## src/tracker_settings.svh

```systemverilog
`ifndef TRACKER_SETTINGS_SVH
`define TRACKER_SETTINGS_SVH

// Active raster of the camera stream
`define HRES 1280
`define VRES 720

// Coordinate widths
`define HCOUNT_W 11
`define VCOUNT_W 10

// Lane 0 tracks the ball and lane 1 the hand
`define NUM_LANES 2

// Ball lane Y window, only bright objects pass
`define BALL_LOWER 8'd240   // Exclusive
`define BALL_UPPER 8'd255   // Inclusive

// Crosshair colours in RGB565
`define MARK_BALL 16'hF800  // Pure red
`define MARK_HAND 16'h07E0  // Pure green

// Classifier pipeline depth in pixel clocks
`define CONV_LAT 3

// Accumulator and divider width
`define DIV_W 32

`endif

```

## src/video_pkg.sv

```systemverilog
`include "tracker_settings.svh"

package video_pkg;

    // One camera pixel in RGB565
    typedef struct packed {
        logic [4:0] red;
        logic [5:0] green;
        logic [4:0] blue;
    } rgb565_t;

    // Raster beat with its position in the frame
    typedef struct packed {
        logic                 valid;
        logic [`HCOUNT_W-1:0] hcount;
        logic [`VCOUNT_W-1:0] vcount;
        rgb565_t              pixel;
    } pix_stream_t;

    // Colour after conversion, each channel clamped to 8 bits
    typedef struct packed {
        logic [7:0] y;
        logic [7:0] cr;
        logic [7:0] cb;
    } ycc_t;

endpackage

```

## src/track_pkg.sv

```systemverilog
`include "tracker_settings.svh"

package track_pkg;

    import video_pkg::*;

    // Channel a lane compares against its window
    typedef enum logic [1:0] {
        CHAN_Y  = 2'd0,
        CHAN_CR = 2'd1
    } chan_sel_e;

    typedef struct packed {
        logic [7:0] lower;  // Exclusive bound
        logic [7:0] upper;  // Inclusive bound
    } window_t;

    // Classified beat handed to the trackers and the overlay
    typedef struct packed {
        logic                  valid;
        logic                  eof;     // Beat at the last frame position
        logic [`HCOUNT_W-1:0]  hcount;
        logic [`VCOUNT_W-1:0]  vcount;
        rgb565_t               pixel;
        logic [`NUM_LANES-1:0] hit;     // One mask bit per lane
    } feat_t;

    typedef struct packed {
        logic                 found;
        logic [`HCOUNT_W-1:0] x;
        logic [`VCOUNT_W-1:0] y;
    } centroid_t;

endpackage

```

## src/pipe_delay.sv

```systemverilog
`timescale 1ns/1ps

module pipe_delay #(
    parameter type T     = logic,
    parameter int  DEPTH = 1
) (
    input  logic clk_pixel,
    input  logic sys_rst_pixel,
    input  T     data_i,
    output T     data_o
);

    T stage [DEPTH];    // stage[0] is the newest entry

    always_ff @(posedge clk_pixel) begin
        if (sys_rst_pixel) begin
            for (int i = 0; i < DEPTH; i++) begin
                stage[i] <= T'('0);
            end
        end else begin
            stage[0] <= data_i;
            for (int i = 1; i < DEPTH; i++) begin
                stage[i] <= stage[i-1];
            end
        end
    end

    assign data_o = stage[DEPTH-1];

endmodule

```

## src/color_classifier.sv

```systemverilog
`timescale 1ns/1ps

`include "tracker_settings.svh"

module color_classifier
    import video_pkg::*;
    import track_pkg::*;
(
    input  logic        clk_pixel,
    input  logic        sys_rst_pixel,
    input  pix_stream_t pix_i,
    input  logic [7:0]  sw_i,
    output feat_t       feat_o
);

    localparam chan_sel_e LANE_CHAN [`NUM_LANES] = '{CHAN_Y, CHAN_CR};

    pix_stream_t           pix_d;           // Input beat lined up with stage 3
    logic                  s1_valid, s1_last;
    logic [7:0]            s1_r, s1_g, s1_b;
    logic                  s2_valid, s2_last;
    ycc_t                  s2_ycc;
    logic [`NUM_LANES-1:0] s3_hit;
    logic                  s3_last;
    logic signed [17:0]    r_s, g_s, b_s;
    logic signed [17:0]    y_raw, cr_raw, cb_raw;
    window_t               win [`NUM_LANES];
    logic [`NUM_LANES-1:0] hit_c;

    function automatic logic [7:0] clamp8(input logic signed [17:0] v);
        if (v < 0) begin
            return 8'd0;
        end else if (v > 18'sd255) begin
            return 8'd255;
        end
        return v[7:0];
    endfunction

    function automatic logic [7:0] pick(input chan_sel_e sel, input ycc_t c);
        case (sel)
            CHAN_CR: return c.cr;
            default: return c.y;
        endcase
    endfunction

    pipe_delay #(
        .T     (pix_stream_t),
        .DEPTH (`CONV_LAT)
    ) pix_delay (
        .clk_pixel     (clk_pixel),
        .sys_rst_pixel (sys_rst_pixel),
        .data_i        (pix_i),
        .data_o        (pix_d)
    );

    // Stage 1 widens each colour to 8 bits
    always_ff @(posedge clk_pixel) begin
        if (sys_rst_pixel) begin
            s1_valid <= 1'b0;
            s1_last  <= 1'b0;
        end else begin
            s1_valid <= pix_i.valid;
            s1_last  <= pix_i.valid && pix_i.hcount == `HCOUNT_W'(`HRES - 1)
                        && pix_i.vcount == `VCOUNT_W'(`VRES - 1);
        end
        s1_r <= {pix_i.pixel.red, 3'b000};
        s1_g <= {pix_i.pixel.green, 2'b00};
        s1_b <= {pix_i.pixel.blue, 3'b000};
    end

    assign r_s = 18'(s1_r);
    assign g_s = 18'(s1_g);
    assign b_s = 18'(s1_b);

    // Fixed-point BT.601 weights scaled by 256
    assign y_raw  = ((18'sd66 * r_s + 18'sd129 * g_s + 18'sd25 * b_s + 18'sd128) >>> 8)
                    + 18'sd16;
    assign cr_raw = ((18'sd112 * r_s - 18'sd94 * g_s - 18'sd18 * b_s + 18'sd128) >>> 8)
                    + 18'sd128;
    assign cb_raw = ((18'sd112 * b_s - 18'sd38 * r_s - 18'sd74 * g_s + 18'sd128) >>> 8)
                    + 18'sd128;

    always_ff @(posedge clk_pixel) begin
        if (sys_rst_pixel) begin
            s2_valid <= 1'b0;
            s2_last  <= 1'b0;
        end else begin
            s2_valid <= s1_valid;
            s2_last  <= s1_last;
        end
        s2_ycc.y  <= clamp8(y_raw);
        s2_ycc.cr <= clamp8(cr_raw);
        s2_ycc.cb <= clamp8(cb_raw);
    end

    // Window test per lane
    always_comb begin
        logic [7:0] chan;
        win[0] = '{lower: `BALL_LOWER, upper: `BALL_UPPER};
        win[1] = '{lower: {sw_i[3:0], 4'h0}, upper: {sw_i[7:4], 4'hF}};  // Hand window from switches
        for (int l = 0; l < `NUM_LANES; l++) begin
            chan     = pick(LANE_CHAN[l], s2_ycc);
            hit_c[l] = s2_valid && chan > win[l].lower && chan <= win[l].upper;
        end
    end

    always_ff @(posedge clk_pixel) begin
        if (sys_rst_pixel) begin
            s3_hit  <= '0;
            s3_last <= 1'b0;
        end else begin
            s3_hit  <= hit_c;
            s3_last <= s2_last;
        end
    end

    always_comb begin
        feat_o.valid  = pix_d.valid;
        feat_o.eof    = s3_last;
        feat_o.hcount = pix_d.hcount;
        feat_o.vcount = pix_d.vcount;
        feat_o.pixel  = pix_d.pixel;
        feat_o.hit    = s3_hit;
    end

endmodule

```

## src/centroid_tracker.sv

```systemverilog
`timescale 1ns/1ps

`include "tracker_settings.svh"

module centroid_tracker
    import track_pkg::*;
(
    input  logic      clk_pixel,
    input  logic      sys_rst_pixel,
    input  feat_t     feat_i,
    input  logic      hit_i,
    output centroid_t centroid_o,
    output logic      centroid_valid_o
);

    localparam int W = `DIV_W;

    logic                 beat_hit, frame_end;
    logic [W-1:0]         add_x, add_y, add_n;        // Contribution of the current beat
    logic [W-1:0]         acc_x, acc_y, acc_n;
    logic [W-1:0]         frame_x, frame_y, frame_n;  // Frame totals including this beat
    logic [W-1:0]         rem_x, quo_x, rem_y, quo_y;
    logic [W-1:0]         divisor;                    // Hit count of the frame being divided
    logic [2*W-1:0]       next_x, next_y;
    logic [$clog2(W)-1:0] step;
    logic                 busy, empty_frame;

    // One restoring step, returns the new remainder and quotient
    function automatic logic [2*`DIV_W-1:0] div_step(
        input logic [`DIV_W-1:0] rem,
        input logic [`DIV_W-1:0] quo,
        input logic [`DIV_W-1:0] den
    );
        logic [`DIV_W:0] shifted;
        logic [`DIV_W:0] diff;
        shifted = {rem, quo[`DIV_W-1]};
        diff    = shifted - {1'b0, den};
        if (!diff[`DIV_W]) begin
            return {diff[`DIV_W-1:0], quo[`DIV_W-2:0], 1'b1};
        end
        return {shifted[`DIV_W-1:0], quo[`DIV_W-2:0], 1'b0};
    endfunction

    assign beat_hit  = feat_i.valid && hit_i;
    assign frame_end = feat_i.valid && feat_i.eof;

    assign add_x = beat_hit ? W'(feat_i.hcount) : '0;
    assign add_y = beat_hit ? W'(feat_i.vcount) : '0;
    assign add_n = beat_hit ? W'(1) : '0;

    assign frame_x = acc_x + add_x;
    assign frame_y = acc_y + add_y;
    assign frame_n = acc_n + add_n;

    // Accumulators restart right after the last beat of each frame
    always_ff @(posedge clk_pixel) begin
        if (sys_rst_pixel || frame_end) begin
            acc_x <= '0;
            acc_y <= '0;
            acc_n <= '0;
        end else begin
            acc_x <= frame_x;
            acc_y <= frame_y;
            acc_n <= frame_n;
        end
    end

    assign next_x = div_step(rem_x, quo_x, divisor);
    assign next_y = div_step(rem_y, quo_y, divisor);

    // Divider datapath, x and y share the divisor
    always_ff @(posedge clk_pixel) begin
        if (frame_end) begin
            quo_x   <= frame_x;
            quo_y   <= frame_y;
            rem_x   <= '0;
            rem_y   <= '0;
            divisor <= frame_n;
        end else if (busy) begin
            {rem_x, quo_x} <= next_x;
            {rem_y, quo_y} <= next_y;
        end
    end

    always_ff @(posedge clk_pixel) begin
        if (sys_rst_pixel) begin
            busy             <= 1'b0;
            step             <= '0;
            empty_frame      <= 1'b0;
            centroid_o       <= '0;
            centroid_valid_o <= 1'b0;
        end else begin
            centroid_valid_o <= 1'b0;
            empty_frame      <= 1'b0;
            if (frame_end) begin
                busy        <= frame_n != '0;
                empty_frame <= frame_n == '0;   // No hits, report next cycle
                step        <= '0;
            end else if (busy) begin
                step <= step + $bits(step)'(1);
                if (step == $bits(step)'(W - 1)) begin    // Last quotient bit this cycle
                    busy             <= 1'b0;
                    centroid_valid_o <= 1'b1;
                    centroid_o.found <= 1'b1;
                    centroid_o.x     <= next_x[`HCOUNT_W-1:0];
                    centroid_o.y     <= next_y[`VCOUNT_W-1:0];
                end
            end
            if (empty_frame) begin
                centroid_valid_o <= 1'b1;
                centroid_o       <= '0;
            end
        end
    end

endmodule

```

## src/crosshair_overlay.sv

```systemverilog
`timescale 1ns/1ps

`include "tracker_settings.svh"

module crosshair_overlay
    import video_pkg::*;
    import track_pkg::*;
(
    input  logic                       clk_pixel,
    input  logic                       sys_rst_pixel,
    input  feat_t                      feat_i,
    input  centroid_t [`NUM_LANES-1:0] centroid_i,
    input  logic [`NUM_LANES-1:0]      centroid_valid_i,
    output pix_stream_t                pix_o
);

    localparam rgb565_t LANE_MARK [`NUM_LANES] = '{
        rgb565_t'(`MARK_BALL),
        rgb565_t'(`MARK_HAND)
    };

    centroid_t [`NUM_LANES-1:0] held;   // Last reported result per lane
    rgb565_t                    paint;

    always_ff @(posedge clk_pixel) begin
        if (sys_rst_pixel) begin
            held <= '0;
        end else begin
            for (int l = 0; l < `NUM_LANES; l++) begin
                if (centroid_valid_i[l]) begin
                    held[l] <= centroid_i[l];
                end
            end
        end
    end

    // Walk from the highest lane down so lane 0 has the last word
    always_comb begin
        paint = feat_i.pixel;
        for (int l = `NUM_LANES - 1; l >= 0; l--) begin
            if (feat_i.valid && held[l].found
                && (feat_i.hcount == held[l].x || feat_i.vcount == held[l].y)) begin
                paint = LANE_MARK[l];
            end
        end
    end

    always_ff @(posedge clk_pixel) begin
        if (sys_rst_pixel) begin
            pix_o.valid <= 1'b0;
        end else begin
            pix_o.valid <= feat_i.valid;
        end
        pix_o.hcount <= feat_i.hcount;
        pix_o.vcount <= feat_i.vcount;
        pix_o.pixel  <= paint;
    end

endmodule

```

## src/tracker_top.sv

```systemverilog
`timescale 1ns/1ps

`include "tracker_settings.svh"

module tracker_top
    import video_pkg::*;
    import track_pkg::*;
(
    input  logic                       clk_pixel,
    input  logic                       sys_rst_pixel,
    input  pix_stream_t                pix_i,
    input  logic [7:0]                 sw_i,              // Hand window bounds
    output pix_stream_t                pix_o,
    output centroid_t [`NUM_LANES-1:0] centroid_o,
    output logic [`NUM_LANES-1:0]      centroid_valid_o
);

    feat_t feat;    // Classified stream shared by all lanes

    color_classifier classifier_inst (
        .clk_pixel     (clk_pixel),
        .sys_rst_pixel (sys_rst_pixel),
        .pix_i         (pix_i),
        .sw_i          (sw_i),
        .feat_o        (feat)
    );

    generate
        for (genvar g = 0; g < `NUM_LANES; g++) begin : g_lane
            centroid_tracker tracker_inst (
                .clk_pixel        (clk_pixel),
                .sys_rst_pixel    (sys_rst_pixel),
                .feat_i           (feat),
                .hit_i            (feat.hit[g]),
                .centroid_o       (centroid_o[g]),
                .centroid_valid_o (centroid_valid_o[g])
            );
        end
    endgenerate

    crosshair_overlay overlay_inst (
        .clk_pixel        (clk_pixel),
        .sys_rst_pixel    (sys_rst_pixel),
        .feat_i           (feat),
        .centroid_i       (centroid_o),
        .centroid_valid_i (centroid_valid_o),
        .pix_o            (pix_o)
    );

endmodule

```

## config.mk

```make
export PLATFORM = sky130hd
export DESIGN_NAME = tracker_top
export DESIGN_NICKNAME = d
export VERILOG_FILES = /design/src/video_pkg.sv /design/src/track_pkg.sv /design/src/pipe_delay.sv /design/src/color_classifier.sv /design/src/centroid_tracker.sv /design/src/crosshair_overlay.sv /design/src/tracker_top.sv
export VERILOG_INCLUDE_DIRS = /design/src
export SDC_FILE = /design/constraint.sdc
export NUM_CORES = 2
export LEC_CHECK = 0
export BUFFER_PORTS_ARGS = -buffer_cell sky130_fd_sc_hd__buf_2
export CORE_MARGIN = 3
export CORE_UTILIZATION = 60
export CTS_BUF_LIST = sky130_fd_sc_hd__clkbuf_4 sky130_fd_sc_hd__clkbuf_8
export DETAILED_ROUTE_END_ITERATION = 10
export PLACE_DENSITY_LB_ADDON = 0.3
export SETUP_SLACK_MARGIN = 0.05
export SKIP_LAST_GASP = 1
export SYNTH_ARGS = -nofsm -noshare
export SYNTH_HDL_FRONTEND = slang
export SYNTH_SLANG_ARGS = --single-unit
```

## constraint.sdc

```tcl
create_clock -name clk_pixel -period 11.06 [get_ports clk_pixel]
set_clock_uncertainty 0.1 [all_clocks]
set_input_delay 0.553 -clock clk_pixel [delete_from_list [all_inputs] [get_ports clk_pixel]]
set_output_delay 0.553 -clock clk_pixel [all_outputs]
set_load 0.005 [all_outputs]
```

==> metrics.cfg <==
[yosys]
syn_area_per_cell_sq_um = 9.20
synth_seq_cells = 805
synth.area.top_cells = dfxtp_1 30%, edfxtp_1 14%, ha_1 8.8%
yosys.area.top_type = dfxtp_1
ys.flop_type = dfxtp_1
synth.distinct_cells = 92
synth_warnings = 0
syn-instance-count = 4461
yosysTopAreaCellShare = 0.299
synth_nets = 4836
netlist_area_sq_mm = 0.0410
synth-async-reset-ratio = 0
synth_edf_count = 192
synth.yosys.seq_area_share = 0.439

[global_route]
antenna_found_initial = 2
grt_pass1_vias = 30600
grt_usage = 0.259
grt_pass1_wl_mm = 151
grt_overflow = 0
grt_max_degree = 120

[layout]
final_cell_mix = 611 x dfxtp_1, 413 x nand2_1, 380 x nor2_1
finalNonFillerCells = 5594
final_common_cell = dfxtp_1
layout.nets = 4984
post-route-util = 0.676
fin_area_sq_mm = 0.0456
syn_to_final_growth_pct = 11.2
drive_gt1_frac = 0.0958

[route]
first_pass_iters = 5
drtIter0Drc = 2053
drt_wl_total_mm = 93.3
route.detailed.drc = 0
ant_nets = 0
viasPerCell = 5.62
dr_total_vias = 31400
wire_per_inst_um = 16.7

[die]
die_w_um = 268
dieArea_sq_mm = 0.0716
die_y_um = 268
placementRows = 95
start_util = 0.608
core-area_sq_mm = 0.0675
ioPinCount = 132

[clock_tree]
clock-sinks = 805
numCtsBuffers = 134
clk_latency_ns = 0.79
clk_path_buf_depth = 3
cts_tree = done
ctsResizeCount = 0
htreeDepth = 4
postCtsHoldBufs = 40
path_clk_slew_ns = 0.06
clockRootBuffer = clkbuf_8
post-cts-setup-buffers = 0

[timing]
hold_ws_ns = 0.268
min_period_ns = 6.86
hold_violations = 0
rsz0062_at_grt = no
slew_headroom = 0.262
min_period_over_period = 0.620
finalSetupTns_ns = 0
finalSetupViolCount = 0
worst_slew_pin_slew_ns = 1.11
fmax_ghz = 0.146
slew_viol_final = 0
worst_slack_ns = 4.20

[worst_setup_path]
path_class = register to register
crit_fanout = 7
critical_path.max_stage_delay_ns = 0.57
crit_buf_inv = 4
cp.depth = 26
critPathTopFamily = adder cells
r2r-start = classifier_inst.s1_g[5]$_DFF_P_
start_kind = register
rr_endpoint = classifier_inst.s2_ycc[15]$_DFF_P_
reg2regPathDepth = 26
startpoint = classifier_inst.s1_g[5]$_DFF_P_
reg2reg_slack_ns = 4.20
end_kind = register
cp.arrival_ns = 7.40
endpoint = classifier_inst.s2_ycc[15]$_DFF_P_
cp.required_ns = 11.61
crit_slowest_cell = fa_1

[placement]
place_hpwl_mm = 62.2
placed_cells = 5306
port_buffers = 131
place_congestion = 0.886
place_ws_ns = 4.27
post_dp_cell_area_sq_mm = 0.0423

[run_status]
outcome = completed

[worst_hold_path]
min_path_type = primary input to register

[power]
ir_worst_vdd_v = 0.000225
p_total_mw = 7.76
p_leak_nw = 20.0
p_per_area_mw_per_mm2 = 170

[job]
drv_cap = 0

-- kinds of logic after synthesis --
logic type                 synth area share
buffers and inverters                0.0427
DFF                                   0.439
and+or+nand+nor                       0.171
muxes                                0.0229
AOI/OAI and AO/OA                     0.139
adders and majority gates             0.107
xor gates and xnor gates             0.0783
-- layer usage --
metal	track usage	wire, um
met2	0.437	43900
met4	0.0871	2550
met1	0.325	40900
met3	0.0670	5920
met5	0	13
-- state kept, by name, indices dropped and copies added (netlist names), 44 cells and up --
signal                           flops
classifier_inst.pix_delay.stage    114
g_lane.tracker_inst.acc_n           64
g_lane.tracker_inst.acc_x           64
g_lane.tracker_inst.acc_y           64
g_lane.tracker_inst.centroid_o      44
g_lane.tracker_inst.divisor         64
g_lane.tracker_inst.quo_x           64
g_lane.tracker_inst.quo_y           64
g_lane.tracker_inst.rem_x           64
g_lane.tracker_inst.rem_y           64
overlay_inst.held                   44
-- synthesized netlist by cell type (all sizes together) (7+ instances only) --
cell type / count
o211ai: 15
dfxtp: 613
a31oi: 37
nand3b: 9
or3: 8
nand2: 414
or2: 11
ha: 288
nor2: 383
and2: 60
nand2b: 39
clkbuf: 159
o21ai: 342
o21a: 24
fa: 39
a21oi: 327
xor2: 201
nor3b: 12
or4: 7
a211oi: 19
edfxtp: 192
nor2b: 159
o31ai: 10
nand4: 56
o31a: 12
o21bai: 20
a31o: 10
a21o: 83
and3: 91
mux2i: 90
inv: 269
a21boi: 13
nor4: 21
and4: 10
nor3: 51
xnor2: 164
buf: 25
nand3: 107
-- how the worst min path moves through the flow --
stage | slack [ns] | cells past startpoint | endpoint | start
finish | 0.27 | 5 | classifier_inst.s3_hit[1]$_SDFF_PP0_ | sw_i[0]
global route | 0.30 | 2 | classifier_inst.s1_r[7]$_DFF_P_ | pix_i[15]
CTS | 0.22 | 5 | classifier_inst.s3_hit[1]$_SDFF_PP0_ | sw_i[3]
detailed placement | 0.32 | 1 | overlay_inst.pix_o[14]$_SDFF_PP1_ | classifier_inst.pix_delay.stage[0][90]$_SDFF_PP0_
global placement | 0.31 | 1 | overlay_inst.pix_o[2]$_SDFF_PP0_ | classifier_inst.pix_delay.stage[0][78]$_SDFF_PP0_
floorplan | 0.29 | 0 | overlay_inst.pix_o[18]$_DFF_P_ | classifier_inst.pix_delay.stage[0][94]$_SDFF_PP0_
-- worst reg2reg max path, stage by stage, from the launching register on --
cell	delay, ns
dfxtp_1	0.47
inv_1	0.18
fa_1	0.57
fa_1	0.55
fa_1	0.57
inv_1	0.05
ha_1	0.33
a21oi_1	0.27
o21bai_1	0.10
a21oi_1	0.23
xnor2_1	0.12
fa_1	0.54
inv_1	0.04
ha_1	0.27
ha_1	0.21
a211o_1	0.15
nor2_1	0.05
a211oi_1	0.44
a211oi_1	0.14
nor2_1	0.21
o21ai_0	0.15
nand2b_1	0.12
inv_1	0.05
ha_1	0.21
xnor2_1	0.15
nor2_1	0.32
a31oi_1	0.14
-- report_power, final --
group | switching (mW) | internal, mW | total, mW
combinational | 1.01 | 0.766 | 1.78
sequential | 0.0627 | 3.11 | 3.17
clock | 1.26 | 1.56 | 2.82
total | 2.33 | 5.43 | 7.76
-- layout make-up --
cell class	count	area (sq um)
antenna	1	2.50
clock buffer	205	2540
clock inverter	42	384
fill	5170	21900
inverter	269	1010
multi-input combinational	3203	21300
sequential	805	18000
tap	873	1090
timing repair buffer	196	1250
No activity file was read; power rests on OpenSTA's default activity.
